<file path="src/verilog/riscv_pkg.sv">
////////////////////////////////////////
// shared definitions for the 16-bit pipelined core
// widths, opcode and alu function codes, and the
// instruction word with its two field views
// rtl blocks pull these in by wildcard import
////////////////////////////////////////
`default_nettype none

package riscv_pkg;

    //////////////// sizes /////////////////
    localparam int DATA_W     = 32;     // datapath word
    localparam int INSTR_W    = 16;     // compressed instruction
    localparam int REG_ADDR_W = 5;
    localparam int NUM_REGS   = 32;

    // opcode, instruction bits 1:0
    localparam logic [1:0] OP_ALU  = 2'b00;   // rd = rd op rs2
    localparam logic [1:0] OP_LW   = 2'b01;
    localparam logic [1:0] OP_SW   = 2'b10;
    localparam logic [1:0] OP_ADDI = 2'b11;   // rt = base + off3

    // alu funct, 101..111 fall back to add
    localparam logic [2:0] FN_ADD = 3'b000;
    localparam logic [2:0] FN_SUB = 3'b001;
    localparam logic [2:0] FN_AND = 3'b010;
    localparam logic [2:0] FN_OR  = 3'b011;
    localparam logic [2:0] FN_XOR = 3'b100;

    localparam int WORD_SHIFT = 2;   // off3 counts words

    // same 16 bits, read per opcode class
    typedef union packed {
        struct packed {
            logic [2:0]            funct;
            logic [REG_ADDR_W-1:0] rd;      // also first source
            logic [REG_ADDR_W-1:0] rs2;
            logic                  rsvd;
            logic [1:0]            op;
        } r_view;                           // alu format
        struct packed {
            logic [2:0]            off3;
            logic [REG_ADDR_W-1:0] rt;      // dest, or store source
            logic [REG_ADDR_W-1:0] base;
            logic                  rsvd;
            logic [1:0]            op;
        } m_view;                           // lw, sw, addi
    } instr_u;

endpackage

`default_nettype wire

</file>
<file path="src/verilog/riscv_if.sv">
////////////////////////////////////////
// inner pipeline buses of the core
// dec_bus_if runs decoder -> execute
// ex_mem_if carries the ex/mem register on to mem/wb
////////////////////////////////////////
`default_nettype none

interface dec_bus_if
    import riscv_pkg::*;
();
    logic                  dv;          // 0 is a bubble
    logic                  is_alu;
    logic                  is_load;
    logic                  is_store;
    logic                  is_addi;
    logic [2:0]            funct;
    logic [REG_ADDR_W-1:0] rd;          // destination
    logic [REG_ADDR_W-1:0] rs1;
    logic [REG_ADDR_W-1:0] rs2;
    logic [DATA_W-1:0]     imm;         // byte offset or addi value
    logic [DATA_W-1:0]     rs1_data;    // register file values
    logic [DATA_W-1:0]     rs2_data;

    modport dec_mp (output dv, is_alu, is_load, is_store, is_addi, funct,
                    rd, rs1, rs2, imm, rs1_data, rs2_data);
    modport ex_mp  (input  dv, is_alu, is_load, is_store, is_addi, funct,
                    rd, rs1, rs2, imm, rs1_data, rs2_data);
endinterface

interface ex_mem_if
    import riscv_pkg::*;
();
    logic                  mv;          // stage holds an instruction
    logic                  is_load;
    logic                  is_store;
    logic                  wr_en;       // writes rd at write-back
    logic [REG_ADDR_W-1:0] rd;
    logic [DATA_W-1:0]     result;      // alu value or memory address
    logic [DATA_W-1:0]     st_data;

    modport src_mp (output mv, is_load, is_store, wr_en, rd, result, st_data);
    modport dst_mp (input  mv, is_load, is_store, wr_en, rd, result, st_data);
endinterface

`default_nettype wire

</file>
<file path="src/verilog/execute_stage.sv">
////////////////////////////////////////
// execute stage of the core
// id/ex register, operand forwarding from ex/mem and
// write-back, the alu with carry/zero flags, and the
// ex/mem register that feeds the memory stage
////////////////////////////////////////
`default_nettype none

module execute_stage
    import riscv_pkg::*;
(
    input  wire                   risc_clk,
    input  wire                   risc_rst,
    input  wire                   wb_en_i,
    input  wire  [REG_ADDR_W-1:0] wb_rd_i,
    input  wire  [DATA_W-1:0]     wb_data_i,
    dec_bus_if.ex_mp              dec_i,
    output logic                  ex_is_load_o,    // to the hazard check
    output logic [REG_ADDR_W-1:0] ex_rd_o,
    ex_mem_if.src_mp              exm_o,
    output logic                  carry_o,
    output logic                  zero_o
);

    logic                  idex_v;
    logic                  idex_alu;
    logic                  idex_load;
    logic                  idex_store;
    logic                  idex_addi;
    logic [2:0]            idex_funct;
    logic [REG_ADDR_W-1:0] idex_rd;
    logic [REG_ADDR_W-1:0] idex_rs1;
    logic [REG_ADDR_W-1:0] idex_rs2;
    logic [DATA_W-1:0]     idex_imm;
    logic [DATA_W-1:0]     idex_rs1_data;
    logic [DATA_W-1:0]     idex_rs2_data;
    logic [DATA_W-1:0]     op_a;
    logic [DATA_W-1:0]     op_b;
    logic [DATA_W-1:0]     alu_b;
    logic [DATA_W:0]       sum;           // bit DATA_W is carry out
    logic [DATA_W:0]       diff;
    logic [DATA_W-1:0]     result;
    logic                  carry;

    // ex/mem first, then write-back, else file value
    function automatic logic [DATA_W-1:0] fwd_sel(
        input logic [REG_ADDR_W-1:0] src,
        input logic [DATA_W-1:0]     rf_val
    );
        if (src == '0)
            return rf_val;
        else if (exm_o.mv && exm_o.wr_en && !exm_o.is_load && (exm_o.rd == src))
            return exm_o.result;          // load data not there yet
        else if (wb_en_i && (wb_rd_i == src))
            return wb_data_i;             // includes load data
        else
            return rf_val;
    endfunction

    //////////////// alu ///////////////////////
    always_comb
    begin
        op_a   = fwd_sel(idex_rs1, idex_rs1_data);
        op_b   = fwd_sel(idex_rs2, idex_rs2_data);
        alu_b  = idex_alu ? op_b : idex_imm;      // address or addi sum
        sum    = {1'b0, op_a} + {1'b0, alu_b};
        diff   = {1'b0, op_a} - {1'b0, alu_b};
        result = sum[DATA_W-1:0];
        carry  = sum[DATA_W];
        if (idex_alu)
        begin
            case (idex_funct)
                FN_SUB:
                begin
                    result = diff[DATA_W-1:0];
                    carry  = ~diff[DATA_W];       // no borrow, a >= b
                end
                FN_AND:
                begin
                    result = op_a & op_b;
                    carry  = 1'b0;
                end
                FN_OR:
                begin
                    result = op_a | op_b;
                    carry  = 1'b0;
                end
                FN_XOR:
                begin
                    result = op_a ^ op_b;
                    carry  = 1'b0;
                end
                default: ;                        // FN_ADD and spare codes
            endcase
        end
    end

    //////////////// pipeline control //////////
    always_ff @(posedge risc_clk or negedge risc_rst)
    begin
        if (!risc_rst)
        begin
            idex_v         <= 1'b0;
            exm_o.mv       <= 1'b0;
            exm_o.is_load  <= 1'b0;
            exm_o.is_store <= 1'b0;
            exm_o.wr_en    <= 1'b0;
            carry_o        <= 1'b0;
            zero_o         <= 1'b0;
        end
        else
        begin
            idex_v         <= dec_i.dv;
            exm_o.mv       <= idex_v;
            exm_o.is_load  <= idex_v & idex_load;
            exm_o.is_store <= idex_v & idex_store;
            exm_o.wr_en    <= idex_v & ~idex_store;   // alu, lw, addi
            if (idex_v && (idex_alu || idex_addi))    // flags hold otherwise
            begin
                carry_o <= carry;
                zero_o  <= (result == '0);
            end
        end
    end

    // payload, qualified by the valid bits above
    always_ff @(posedge risc_clk)
    begin
        idex_alu      <= dec_i.is_alu;
        idex_load     <= dec_i.is_load;
        idex_store    <= dec_i.is_store;
        idex_addi     <= dec_i.is_addi;
        idex_funct    <= dec_i.funct;
        idex_rd       <= dec_i.rd;
        idex_rs1      <= dec_i.rs1;
        idex_rs2      <= dec_i.rs2;
        idex_imm      <= dec_i.imm;
        idex_rs1_data <= dec_i.rs1_data;
        idex_rs2_data <= dec_i.rs2_data;
        exm_o.rd      <= idex_rd;
        exm_o.result  <= result;
        exm_o.st_data <= op_b;          // forwarded rt for sw
    end

    assign ex_is_load_o = idex_v & idex_load;
    assign ex_rd_o      = idex_rd;

endmodule

`default_nettype wire

</file>
<file path="src/verilog/instr_decoder.sv">
////////////////////////////////////////
// instruction register and decode stage
// takes instructions on a valid/ready pair, splits
// the fields, builds the immediate and reads the
// register file; holds one cycle on a load-use hit
////////////////////////////////////////
`default_nettype none

module instr_decoder
    import riscv_pkg::*;
(
    input  wire                   risc_clk,
    input  wire                   risc_rst,
    input  wire                   instr_valid_i,
    input  wire  [INSTR_W-1:0]    instr_i,
    output logic                  instr_ready_o,     // low only on stall
    input  wire                   ex_is_load_i,      // id/ex holds a load
    input  wire  [REG_ADDR_W-1:0] ex_rd_i,
    output logic [REG_ADDR_W-1:0] rs1_addr_o,
    output logic [REG_ADDR_W-1:0] rs2_addr_o,
    input  wire  [DATA_W-1:0]     rs1_data_i,
    input  wire  [DATA_W-1:0]     rs2_data_i,
    dec_bus_if.dec_mp             dec_o
);

    instr_u                ir;          // instruction register
    logic                  ir_valid;
    logic                  is_alu;
    logic                  is_load;
    logic                  is_store;
    logic                  is_addi;
    logic [REG_ADDR_W-1:0] src1;
    logic [REG_ADDR_W-1:0] src2;
    logic [REG_ADDR_W-1:0] dest;
    logic                  uses_src2;
    logic [DATA_W-1:0]     imm;
    logic                  stall;

    //////////////// ir capture ////////////////
    always_ff @(posedge risc_clk or negedge risc_rst)
    begin
        if (!risc_rst)
        begin
            ir_valid <= 1'b0;
        end
        else if (instr_ready_o)
        begin
            ir_valid <= instr_valid_i;    // empty when source idles
        end
    end

    always_ff @(posedge risc_clk)
    begin
        if (instr_ready_o && instr_valid_i)
        begin
            ir <= instr_i;
        end
    end

    //////////////// field decode //////////////
    // op bits sit in the same place in both views
    assign is_alu   = (ir.r_view.op == OP_ALU);
    assign is_load  = (ir.m_view.op == OP_LW);
    assign is_store = (ir.m_view.op == OP_SW);
    assign is_addi  = (ir.m_view.op == OP_ADDI);

    assign src1      = is_alu ? ir.r_view.rd  : ir.m_view.base;
    assign src2      = is_alu ? ir.r_view.rs2 : ir.m_view.rt;    // rt is store data
    assign dest      = ir.m_view.rt;          // same bits as r_view.rd
    assign uses_src2 = is_alu | is_store;     // lw, addi read base only

    // addi takes off3 as is while lw/sw scale it to bytes
    assign imm = is_addi ? DATA_W'(ir.m_view.off3)
                         : DATA_W'(ir.m_view.off3) << WORD_SHIFT;

    //////////////// load-use check ////////////
    // load result is not back before this one reaches ex
    assign stall = ir_valid && ex_is_load_i && (ex_rd_i != '0) &&
                   ((src1 == ex_rd_i) || (uses_src2 && (src2 == ex_rd_i)));

    assign instr_ready_o = ~stall;

    assign rs1_addr_o = src1;
    assign rs2_addr_o = src2;

    // bubble into id/ex while held
    assign dec_o.dv       = ir_valid & ~stall;
    assign dec_o.is_alu   = is_alu;
    assign dec_o.is_load  = is_load;
    assign dec_o.is_store = is_store;
    assign dec_o.is_addi  = is_addi;
    assign dec_o.funct    = ir.r_view.funct;
    assign dec_o.rd       = dest;
    assign dec_o.rs1      = src1;
    assign dec_o.rs2      = src2;
    assign dec_o.imm      = imm;
    assign dec_o.rs1_data = rs1_data_i;
    assign dec_o.rs2_data = rs2_data_i;

endmodule

`default_nettype wire

</file>
<file path="src/verilog/mem_wb_stage.sv">
////////////////////////////////////////
// memory access and write-back stage
// drives the data memory port straight from ex/mem;
// read data comes back one cycle later while the
// instruction sits in mem/wb
////////////////////////////////////////
`default_nettype none

module mem_wb_stage
    import riscv_pkg::*;
(
    input  wire                   risc_clk,
    input  wire                   risc_rst,
    input  wire  [DATA_W-1:0]     mem_rd_data_i,    // valid the cycle after rd_en
    ex_mem_if.dst_mp              exm_i,
    output logic                  mem_rd_en_o,
    output logic                  mem_wr_en_o,
    output logic [DATA_W-1:0]     mem_addr_o,
    output logic [DATA_W-1:0]     mem_wr_data_o,
    output logic                  wb_en_o,
    output logic [REG_ADDR_W-1:0] wb_rd_o,
    output logic [DATA_W-1:0]     wb_data_o
);

    logic                  mwb_wr;       // register write pending
    logic                  mwb_load;     // take data from memory
    logic [REG_ADDR_W-1:0] mwb_rd;
    logic [DATA_W-1:0]     mwb_result;

    // memory request, whole words only
    assign mem_rd_en_o   = exm_i.mv & exm_i.is_load;
    assign mem_wr_en_o   = exm_i.mv & exm_i.is_store;
    assign mem_addr_o    = exm_i.result;
    assign mem_wr_data_o = exm_i.st_data;

    always_ff @(posedge risc_clk or negedge risc_rst)
    begin
        if (!risc_rst)
        begin
            mwb_wr   <= 1'b0;
            mwb_load <= 1'b0;
        end
        else
        begin
            mwb_wr   <= exm_i.mv & exm_i.wr_en;
            mwb_load <= exm_i.mv & exm_i.is_load;
        end
    end

    always_ff @(posedge risc_clk)
    begin
        mwb_rd     <= exm_i.rd;
        mwb_result <= exm_i.result;
    end

    // write-back bus, also the second forwarding source
    assign wb_en_o   = mwb_wr;
    assign wb_rd_o   = mwb_rd;
    assign wb_data_o = mwb_load ? mem_rd_data_i : mwb_result;

endmodule

`default_nettype wire

</file>
<file path="src/verilog/reg_file.sv">
////////////////////////////////////////
// 32 x 32-bit register file, two read ports
// x0 reads zero; a write in flight shows up on
// the read ports in the same cycle
////////////////////////////////////////
`default_nettype none

module reg_file
    import riscv_pkg::*;
(
    input  wire                   risc_clk,
    input  wire                   risc_rst,
    input  wire  [REG_ADDR_W-1:0] rs1_addr_i,
    input  wire  [REG_ADDR_W-1:0] rs2_addr_i,
    input  wire                   wb_en_i,
    input  wire  [REG_ADDR_W-1:0] wb_rd_i,
    input  wire  [DATA_W-1:0]     wb_data_i,
    output logic [DATA_W-1:0]     rs1_data_o,
    output logic [DATA_W-1:0]     rs2_data_o
);

    logic [DATA_W-1:0] regs [NUM_REGS];

    // one read port, bypassing the pending write
    function automatic logic [DATA_W-1:0] read_reg(input logic [REG_ADDR_W-1:0] addr);
        if (addr == '0)
            return '0;
        else if (wb_en_i && (wb_rd_i == addr))
            return wb_data_i;             // write-through
        else
            return regs[addr];
    endfunction

    always_ff @(posedge risc_clk or negedge risc_rst)
    begin
        if (!risc_rst)
        begin
            for (int i = 0; i < NUM_REGS; i++)
            begin
                regs[i] <= '0;
            end
        end
        else if (wb_en_i && (wb_rd_i != '0))    // x0 stays zero
        begin
            regs[wb_rd_i] <= wb_data_i;
        end
    end

    always_comb
    begin
        rs1_data_o = read_reg(rs1_addr_i);
        rs2_data_o = read_reg(rs2_addr_i);
    end

endmodule

`default_nettype wire

</file>
<file path="src/verilog/riscv_top.sv">
////////////////////////////////////////
// top level of the five-stage 16-bit core
// instructions in on valid/ready, data memory on
// plain enable ports with one-cycle read latency
////////////////////////////////////////
`default_nettype none

module riscv_top
    import riscv_pkg::*;
(
    input  wire                risc_clk,
    input  wire                risc_rst,          // async, active low
    input  wire                instr_valid_i,
    input  wire  [INSTR_W-1:0] instr_i,
    output logic               instr_ready_o,
    output logic               mem_rd_en_o,
    output logic               mem_wr_en_o,
    output logic [DATA_W-1:0]  mem_addr_o,
    output logic [DATA_W-1:0]  mem_wr_data_o,
    input  wire  [DATA_W-1:0]  mem_rd_data_i,
    output logic               carry_o,
    output logic               zero_o
);

    logic [REG_ADDR_W-1:0] rs1_addr;
    logic [REG_ADDR_W-1:0] rs2_addr;
    logic [DATA_W-1:0]     rs1_data;
    logic [DATA_W-1:0]     rs2_data;
    logic                  ex_is_load;     // id/ex fields for the stall
    logic [REG_ADDR_W-1:0] ex_rd;
    logic                  wb_en;          // write-back bus
    logic [REG_ADDR_W-1:0] wb_rd;
    logic [DATA_W-1:0]     wb_data;

    dec_bus_if dec_bus ();
    ex_mem_if  exm_bus ();

    //////////////// decode ////////////////////
    instr_decoder instr_decoder_inst (
        .risc_clk      (risc_clk),
        .risc_rst      (risc_rst),
        .instr_valid_i (instr_valid_i),
        .instr_i       (instr_i),
        .instr_ready_o (instr_ready_o),
        .ex_is_load_i  (ex_is_load),
        .ex_rd_i       (ex_rd),
        .rs1_addr_o    (rs1_addr),
        .rs2_addr_o    (rs2_addr),
        .rs1_data_i    (rs1_data),
        .rs2_data_i    (rs2_data),
        .dec_o         (dec_bus)
    );

    reg_file reg_file_inst (
        .risc_clk   (risc_clk),
        .risc_rst   (risc_rst),
        .rs1_addr_i (rs1_addr),
        .rs2_addr_i (rs2_addr),
        .wb_en_i    (wb_en),
        .wb_rd_i    (wb_rd),
        .wb_data_i  (wb_data),
        .rs1_data_o (rs1_data),
        .rs2_data_o (rs2_data)
    );

    //////////////// execute ///////////////////
    execute_stage execute_stage_inst (
        .risc_clk     (risc_clk),
        .risc_rst     (risc_rst),
        .wb_en_i      (wb_en),
        .wb_rd_i      (wb_rd),
        .wb_data_i    (wb_data),
        .dec_i        (dec_bus),
        .ex_is_load_o (ex_is_load),
        .ex_rd_o      (ex_rd),
        .exm_o        (exm_bus),
        .carry_o      (carry_o),
        .zero_o       (zero_o)
    );

    //////////////// memory, write-back ////////
    mem_wb_stage mem_wb_stage_inst (
        .risc_clk      (risc_clk),
        .risc_rst      (risc_rst),
        .mem_rd_data_i (mem_rd_data_i),
        .exm_i         (exm_bus),
        .mem_rd_en_o   (mem_rd_en_o),
        .mem_wr_en_o   (mem_wr_en_o),
        .mem_addr_o    (mem_addr_o),
        .mem_wr_data_o (mem_wr_data_o),
        .wb_en_o       (wb_en),
        .wb_rd_o       (wb_rd),
        .wb_data_o     (wb_data)
    );

endmodule

`default_nettype wire
</file>
<file path="config.mk">
export PLATFORM = sky130hd
export DESIGN_NAME = riscv_top
export DESIGN_NICKNAME = d
export VERILOG_FILES = /design/src/verilog/riscv_pkg.sv /design/src/verilog/riscv_if.sv /design/src/verilog/execute_stage.sv /design/src/verilog/instr_decoder.sv /design/src/verilog/mem_wb_stage.sv /design/src/verilog/reg_file.sv /design/src/verilog/riscv_top.sv
export SDC_FILE = /design/constraint.sdc
export NUM_CORES = 2
export LEC_CHECK = 0
export BUFFER_PORTS_ARGS = -buffer_cell sky130_fd_sc_hd__buf_2
export CAP_MARGIN = 20
export CORE_MARGIN = 1
export CORE_UTILIZATION = 42
export DETAILED_ROUTE_END_ITERATION = 10
export PLACE_DENSITY = 0.64
export SETUP_SLACK_MARGIN = 0.02
export SLEW_MARGIN = 30
export SYNTH_ARGS = -nofsm -noshare
export SYNTH_HDL_FRONTEND = slang
export SYNTH_SLANG_ARGS = --single-unit
</file>
<file path="constraint.sdc">
create_clock -name risc_clk -period 13.5 [get_ports risc_clk]
set_input_delay 0.675 -clock risc_clk [delete_from_list [all_inputs] [get_ports risc_clk]]
set_output_delay 0.675 -clock risc_clk [all_outputs]
set_load 0.01 [all_outputs]
</file>
After elaboration in Yosys (flattened, before gate mapping)
Cells that the tools add are included.
- flip-flop bits (word level): 1274
- bits of input ports: 51
- output and inout port bits: 69
- logic and storage cells: 153
- $add $sub $neg: 2
- order comparisons: 4
- eq/ne operators: 15
- muxes and demuxes: 26
- bitwise logic cells: 17
- reductions and logical operators: 28
- operators by type and width (operator ; number):
    1024-bit bitwise mux ; 1
    32-bit two-way mux ; 16
    32-bit binary-select mux with 5-bit select ; 2
    32-bit demux with 5-bit select ; 1
    32-bit one-hot mux with 4 select lines ; 1
    5-bit equality test ; 8
    32-bit by 32-bit adder with 33-bit output ; 1
    32-bit by 32-bit subtractor with 33-bit output ; 1
    32-bit bitwise AND ; 1
    32-bit zero test ; 1
    32-bit OR ; 1
    32-bit XOR ; 1
    5-bit zero test ; 4
    6-bit >= comparator (second input constant) ; 3
    5-bit NOT with 6-bit output ; 3
    1-bit logical AND ; 16
    5-bit two-way mux ; 2
    5-bit nonzero test ; 2
    1-bit bitwise AND ; 7
    3-bit by 2-bit equality test with 1-bit output (second input constant) ; 2
    6-bit by 1-bit less-than comparator with 1-bit output (second input constant) ; 1
    2-bit equality test (second input constant) ; 2
    3-bit by 1-bit equality test with 1-bit output (second input constant) ; 1
    3-bit equality test (second input constant) ; 1
    10 further kinds ; 13

Depth between registers and ports, before layout
- word-level depth: 10
- depth in mapped cells: 26
- depth with buffers taken out: 24

Hierarchy
A second synthesis with hierarchy kept.
- cell total of the unflattened synthesis: 5541
- area total of the unflattened synthesis: 70610.2 sq um
- modules (own cells, without submodules) (module ; times used ; cells each ; area an instance (sq um) ; sequential area each (sq um)):
    reg_file ; 1 ; 3792 ; 54800.1 ; 25624.6
    execute_stage ; 1 ; 1424 ; 12205.5 ; 3918.8
    mem_wb_stage ; 1 ; 142 ; 1834.3 ; 790.8
    instr_decoder ; 1 ; 183 ; 1770.4 ; 475.5

Least setup slack after synthesis
Ideal clock, no wire load.
- path kind: flip-flop to flip-flop
- start: register mem_wb_stage_inst.mwb_load
- end: register execute_stage_inst.zero_o
- setup time: 0.064 ns
- arrival time: 5.484 ns
- data required time: 13.436 ns
- setup slack: 7.951 ns
- cell stages (with the launch flop): 24
- buffers on the path: 4
- period minus slack after synthesis: 5.549 ns
- path through: dfrtp_1 > clkbuf_1 > buf_1 > clkbuf_1 > mux2_2 > a22oi_1 > nor2_1 > a21o_1 > ha_1 > clkbuf_1 > nand4_1 > nor2_1 > nand4_1 > or2_2 > and3_1 > o21ai_0 > a31o_2 > a2111oi_0 > a221o_1 > nor3b_1 > nand4b_1 > or4_1 > nor4_2 > a21o_1
- cells in the longest elaborated chain, start to end: 9
- elaborated cells on any way between the ends: 16
- classes of those cells: 2 x add/sub; 10 x mux; 3 x bitwise; 1 x reduce/logical
- RTL lines (item ; RTL line ; RTL):
    start: declaration ; mem_wb_stage.sv:26 ; logic mwb_load;
    start signal: assignment ; mem_wb_stage.sv:46 ; mwb_load <= exm_i.mv & exm_i.is_load;
    32-bit two-way mux (*) ; mem_wb_stage.sv:59 ; assign wb_data_o = mwb_load ? mem_rd_data_i : mwb_result;
    32-bit two-way mux ; execute_stage.sv:54 ; else if (wb_en_i && (wb_rd_i == src))
    32-bit two-way mux ; execute_stage.sv:52 ; else if (exm_o.mv && exm_o.wr_en && !exm_o.is_load && (exm_o.rd == src))
    32-bit two-way mux ; execute_stage.sv:50 ; if (src == '0)
    32-bit two-way mux ; execute_stage.sv:65 ; alu_b = idex_alu ? op_b : idex_imm;
    32-bit by 32-bit adder with 33-bit output / 32-bit by 32-bit subtractor with 33-bit output (equally long branches) ; execute_stage.sv:66, execute_stage.sv:67 ;
    32-bit one-hot mux with 4 select lines ; execute_stage.sv:72 ; case (idex_funct)
    32-bit two-way mux (*) ; execute_stage.sv:70 ; if (idex_alu)
    32-bit zero test (*) ; execute_stage.sv:121 ; zero_o <= (result == '0);
    end signal: assignment ; execute_stage.sv:121 ;
    end: declaration ; execute_stage.sv:22 ; output logic zero_o
Every way passes the cells marked *; elsewhere a longest branch is shown, timed or not.
A chain may end at the register's enable or synchronous reset.

Worst setup path in the final report
- start: register mem_wb_stage_inst.mwb_rd[0], in the netlist mem_wb_stage_inst.wb_rd_o[0]
- end: register execute_stage_inst.zero_o
- cells in the longest elaborated chain, start to end: 10
- elaborated cells on any way between the ends: 19
- classes of those cells: 2 x add/sub; 2 x eq/ne; 9 x mux; 3 x bitwise; 3 x reduce/logical
- RTL lines (item ; RTL line ; RTL):
    start: declaration ; mem_wb_stage.sv:27 ; logic [REG_ADDR_W-1:0] mwb_rd;
    start signal: assignment ; mem_wb_stage.sv:52 ; mwb_rd <= exm_i.rd;
    5-bit equality test (*) ; execute_stage.sv:54 ;
    1-bit logical AND (*) ; execute_stage.sv:54 ;
    32-bit two-way mux (*) ; execute_stage.sv:54 ;
    32-bit two-way mux (*) ; execute_stage.sv:52 ;
    32-bit two-way mux (*) ; execute_stage.sv:50 ;
    named net execute_stage_inst.op_b[3] ; execute_stage.sv:38 ; logic [DATA_W-1:0] op_b;
    32-bit two-way mux ; execute_stage.sv:65 ;
    32-bit by 32-bit adder with 33-bit output / 32-bit by 32-bit subtractor with 33-bit output (equally long branches) ; execute_stage.sv:66, execute_stage.sv:67 ;
    32-bit one-hot mux with 4 select lines ; execute_stage.sv:72 ;
    32-bit two-way mux (*) ; execute_stage.sv:70 ;
    32-bit zero test (*) ; execute_stage.sv:121 ;
Mark *: on every way through the listed nets, which the timed path passes. The rest lies on a longest branch.

==> flow_metrics.py <==
metrics = {
    "floorplan": {
        "coreArea_um2": 165000,
        "die_x_um": 410,
        "ios": 120,
        "die_h_um": 410,
        "start_util": 0.423,
        "dieArea_um2": 168000,
        "num_rows": 149,
    },
    "yosys": {
        "ys_warn_count": 0,
        "synth_seq_area_share": 0.433,
        "synth_area_leader_cell": "dfrtp_1",
        "avgSynthCellArea_um2": 7.49,
        "syn-instance-count": 9341,
        "synthTopCellsByArea": "dfrtp_1 37%, nand2_1 14%, nand3_1 7.5%, dfxtp_1 5.6%, a21oi_1 5.6%",
        "synth_edf_count": 15,
        "syn-cell-area_um2": 69900,
        "yosys-top-cells-count": "2516 x nand2_1, 1054 x nand3_1, 1034 x dfrtp_1",
        "ys_ff_latch": 1246,
        "syn_nets": 9520,
        "yosys.area.top_type_share": 0.370,
        "ys_types": 98,
        "synth.most_common_cell": "nand2_1",
        "synthArstFlopShare": 0.830,
        "ys.flop_type": "dfrtp_1",
    },
    "timing": {
        "finClkSkew_ps": 40.7,
        "hold_violations": 0,
        "relSlewSlack": 0.276,
        "finalSetupViolations": 0,
        "fmax_mhz": 137,
        "timing.final.max_slew_violations": 0,
        "worst_pin_slew_ps": 1090,
        "rsz0062_at_grt": "false",
        "tns_ps": 0,
        "finalCritPeriodShare": 0.539,
        "finalCriticalPeriod_ps": 7270,
    },
    "setup_path": {
        "path_class": "flip-flop to flip-flop",
        "crit_path_start_kind": "flip-flop",
        "slowest_delay_ps": 860,
        "slowest_stage": "dfxtp_1",
        "path_max_fanout": 15,
        "crit_required_ps": 14230,
        "path_cells": "xnor2_1 -> nand4_1 -> a211oi_1 -> a22oi_1 -> o22ai_1 -> mux2_2 -> ha_1 -> a21oi_1 -> inv_1 -> a2111oi_0 -> buf_4 -> or2_2 -> and3_1 -> o21ai_0 -> a31oi_1 -> o21ai_0 -> a221o_1 -> nor3b_1 -> nand4b_1 -> or4_1 -> nor4_2 -> a21o_1",
        "path_common_cell": "o21ai_0",
        "critPathArrivalTime_ps": 8010,
        "cp-end-kind": "flip-flop",
        "r2r_slack_ps": 6230,
    },
    "global_route": {
        "grt-ovfl-total": 0,
        "antenna_found_initial": 12,
        "grt_pass1_vias": 63926,
        "grt_usage": 0.310,
        "grt_max_degree": 173,
        "grt_first_pass_wirelength_um": 400000,
    },
    "final_layout": {
        "final_design_area_no_fill_um2": 77200,
        "finish.utilization": 0.467,
        "fin_nets": 9065,
        "drive_gt1_frac": 0.0753,
        "nFillCells": 16029,
        "syn2layout_area_growth_pct": 10.3,
        "n_antenna_cell": 0,
        "regArea_um2": 30300,
        "multi_input_area_um2": 36400,
    },
    "clock_network": {
        "clk_path_buf_depth": 3,
        "clock_sinks": 1246,
        "clk_pin_slew_ps": 60,
        "cts_root_buf": "clkbuf_16",
        "cts_tree": "yes",
        "htreeDepth": 4,
        "insertion_delay_ps": 810,
        "numCtsBuffers": 140,
    },
    "detailed_routing": {
        "firstDrtPassIters": 10,
        "drt_wl_total_um": 268000,
        "via_count": 68024,
        "drt_iter0_markers": 8818,
        "drc_errors": 16,
        "avgViaCountPerCell": 6.08,
        "routedWlPerCell_um": 24.0,
        "antenna_left": 0,
    },
    "placement": {
        "dp_hpwl_um": 151000,
        "place.gp.congestion": 0.929,
        "io_buffer_count": 118,
        "dpl-instance-area_um2": 72200,
    },
    "pwr": {
        "p_leak_nw": 35.1,
        "irDropWorstVdd_v": 0.000101,
        "power_density_nw_per_um2": 164,
    },
    "run": {
        "maxCapViolations": 0,
    },
    "run_status": {
        "status": "finished, violations left",
        "violations": "design-rule violations",
    },
    "min_path": {
        "hold_class": "input pin to flip-flop",
    },
}
==> registers in the layout, summed over array words and instances, names as in the netlist, 3 cells and up <==
| name | count |
|---|---|
| execute_stage_inst.idex_rs1 | 5 |
| execute_stage_inst.idex_funct | 3 |
| mem_wb_stage_inst.wb_rd_o | 5 |
| execute_stage_inst.idex_rs2 | 5 |
| execute_stage_inst.ex_rd_o | 5 |
| execute_stage_inst.exm_o.result | 32 |
| execute_stage_inst.exm_o.st_data | 32 |
| execute_stage_inst.idex_rs1_data | 32 |
| execute_stage_inst.idex_imm | 5 |
| instr_decoder_inst.ir | 15 |
| mem_wb_stage_inst.mwb_result | 32 |
| execute_stage_inst.exm_o.rd | 5 |
| execute_stage_inst.idex_rs2_data | 32 |
| reg_file_inst.regs | 1024 |
==> kinds of logic after synthesis <==
logic type      count (synthesis)  synth area share
simple gates                 4760             0.286
compound gates               2014             0.180
flops                        1246             0.433
buf+inv                      1046            0.0574
fa+ha+maj                     128            0.0229
mux                            96            0.0144
xor+xnor                       51           0.00639
==> placed cells by master, fill, tap and decap left out, types with 28 or more instances in the layout <==
cell type | synthesis | routed
dfxtp_1 | 197 | 196
nor3_1 | 44 | 38
and3_1 | 136 | 136
clkbuf_8 | 2 | 28
a311oi_1 | 322 | 322
o21ai_0 | 437 | 437
buf_2 | 2 | 117
mux2_2 | 37 | 37
clkbuf_16 | 0 | 144
a22oi_1 | 53 | 53
a31oi_1 | 103 | 103
inv_1 | 165 | 162
ha_1 | 128 | 128
clkbuf_1 | 810 | 33
a211oi_1 | 72 | 72
dfrtp_1 | 1034 | 1033
xnor2_1 | 41 | 41
nor2_1 | 880 | 864
nand2_1 | 2516 | 2504
a21o_1 | 43 | 43
buf_4 | 1 | 118
nand3_1 | 1054 | 1051
a21oi_1 | 778 | 778
==> through the flow <==
stage / worst slack, ps / cells / total power, W / hold slack, ps
final: 6230 / 11189 / 0.0127 / 63.7
after global routing: 5780 / 11189 / 0.0133 / 35.9
after CTS: 6340 / 11184 / 0.0126 / 12.8
after detailed placement: 6380 / 10927 / 0.00859 / 389
after global placement: 5850 / 10910 / 0.00843 / 384
after floorplan: 7950 / 9341 / 0.00727 / 355
==> cell type report <==
cell class,count,area share
clock buffer,205,0.0533
timing repair buffer,281,0.0299
multi-input combinational,7049,0.472
inverter,168,0.00861
tap,2189,0.0355
sequential,1246,0.392
clock inverter,51,0.00874
==> where the power goes <==
part	total, W	switching [W]	internal (W)
Clock	0.00401	0.00166	0.00236
Combinational	0.00363	0.00241	0.00122
Sequential	0.00502	0.000581	0.00444
==> critical path, delay by kind of cell, from the launching register on <==
kind,cells,cell delay [ps]
AOI/OAI and AO/OA,10,3370
buffers and inverters,2,310
DFF,1,860
and+or+nand+nor,7,1780
adders and majority gates,1,390
xor gates and xnor gates,1,210
muxes,1,290
==> worst paths after layout <==
check | start | end | depth (start not counted)
max in group asynchronous | risc_rst | mem_wb_stage_inst.mwb_load | 5
min in group asynchronous | risc_rst | reg_file_inst.regs[733] | 2
worst max-delay path | mem_wb_stage_inst.wb_rd_o[0] | execute_stage_inst.zero_o | 22
worst min register to register | execute_stage_inst.idex_store | execute_stage_inst.exm_o.wr_en | 1
worst max register to register | mem_wb_stage_inst.wb_rd_o[0] | execute_stage_inst.zero_o | 22
worst min-delay path | instr_i[14] | instr_decoder_inst.ir[14] | 1
==> layer usage <==
layer	GRT usage	part of all wire
met1	0.405	0.40
met2	0.486	0.45
met3	0.0707	0.11
met4	0.148	0.047
met5	0	0.00022
==> what timing repair did <==
action                                  CTS  global route
setup buffers                             0             0
gates resized for setup                   0             0
endpoints found under the setup margin    0             0
hold endpoints to repair                 48             0
hold buffers                              1             0
Note: power is estimated with default switching activity, not from simulation.
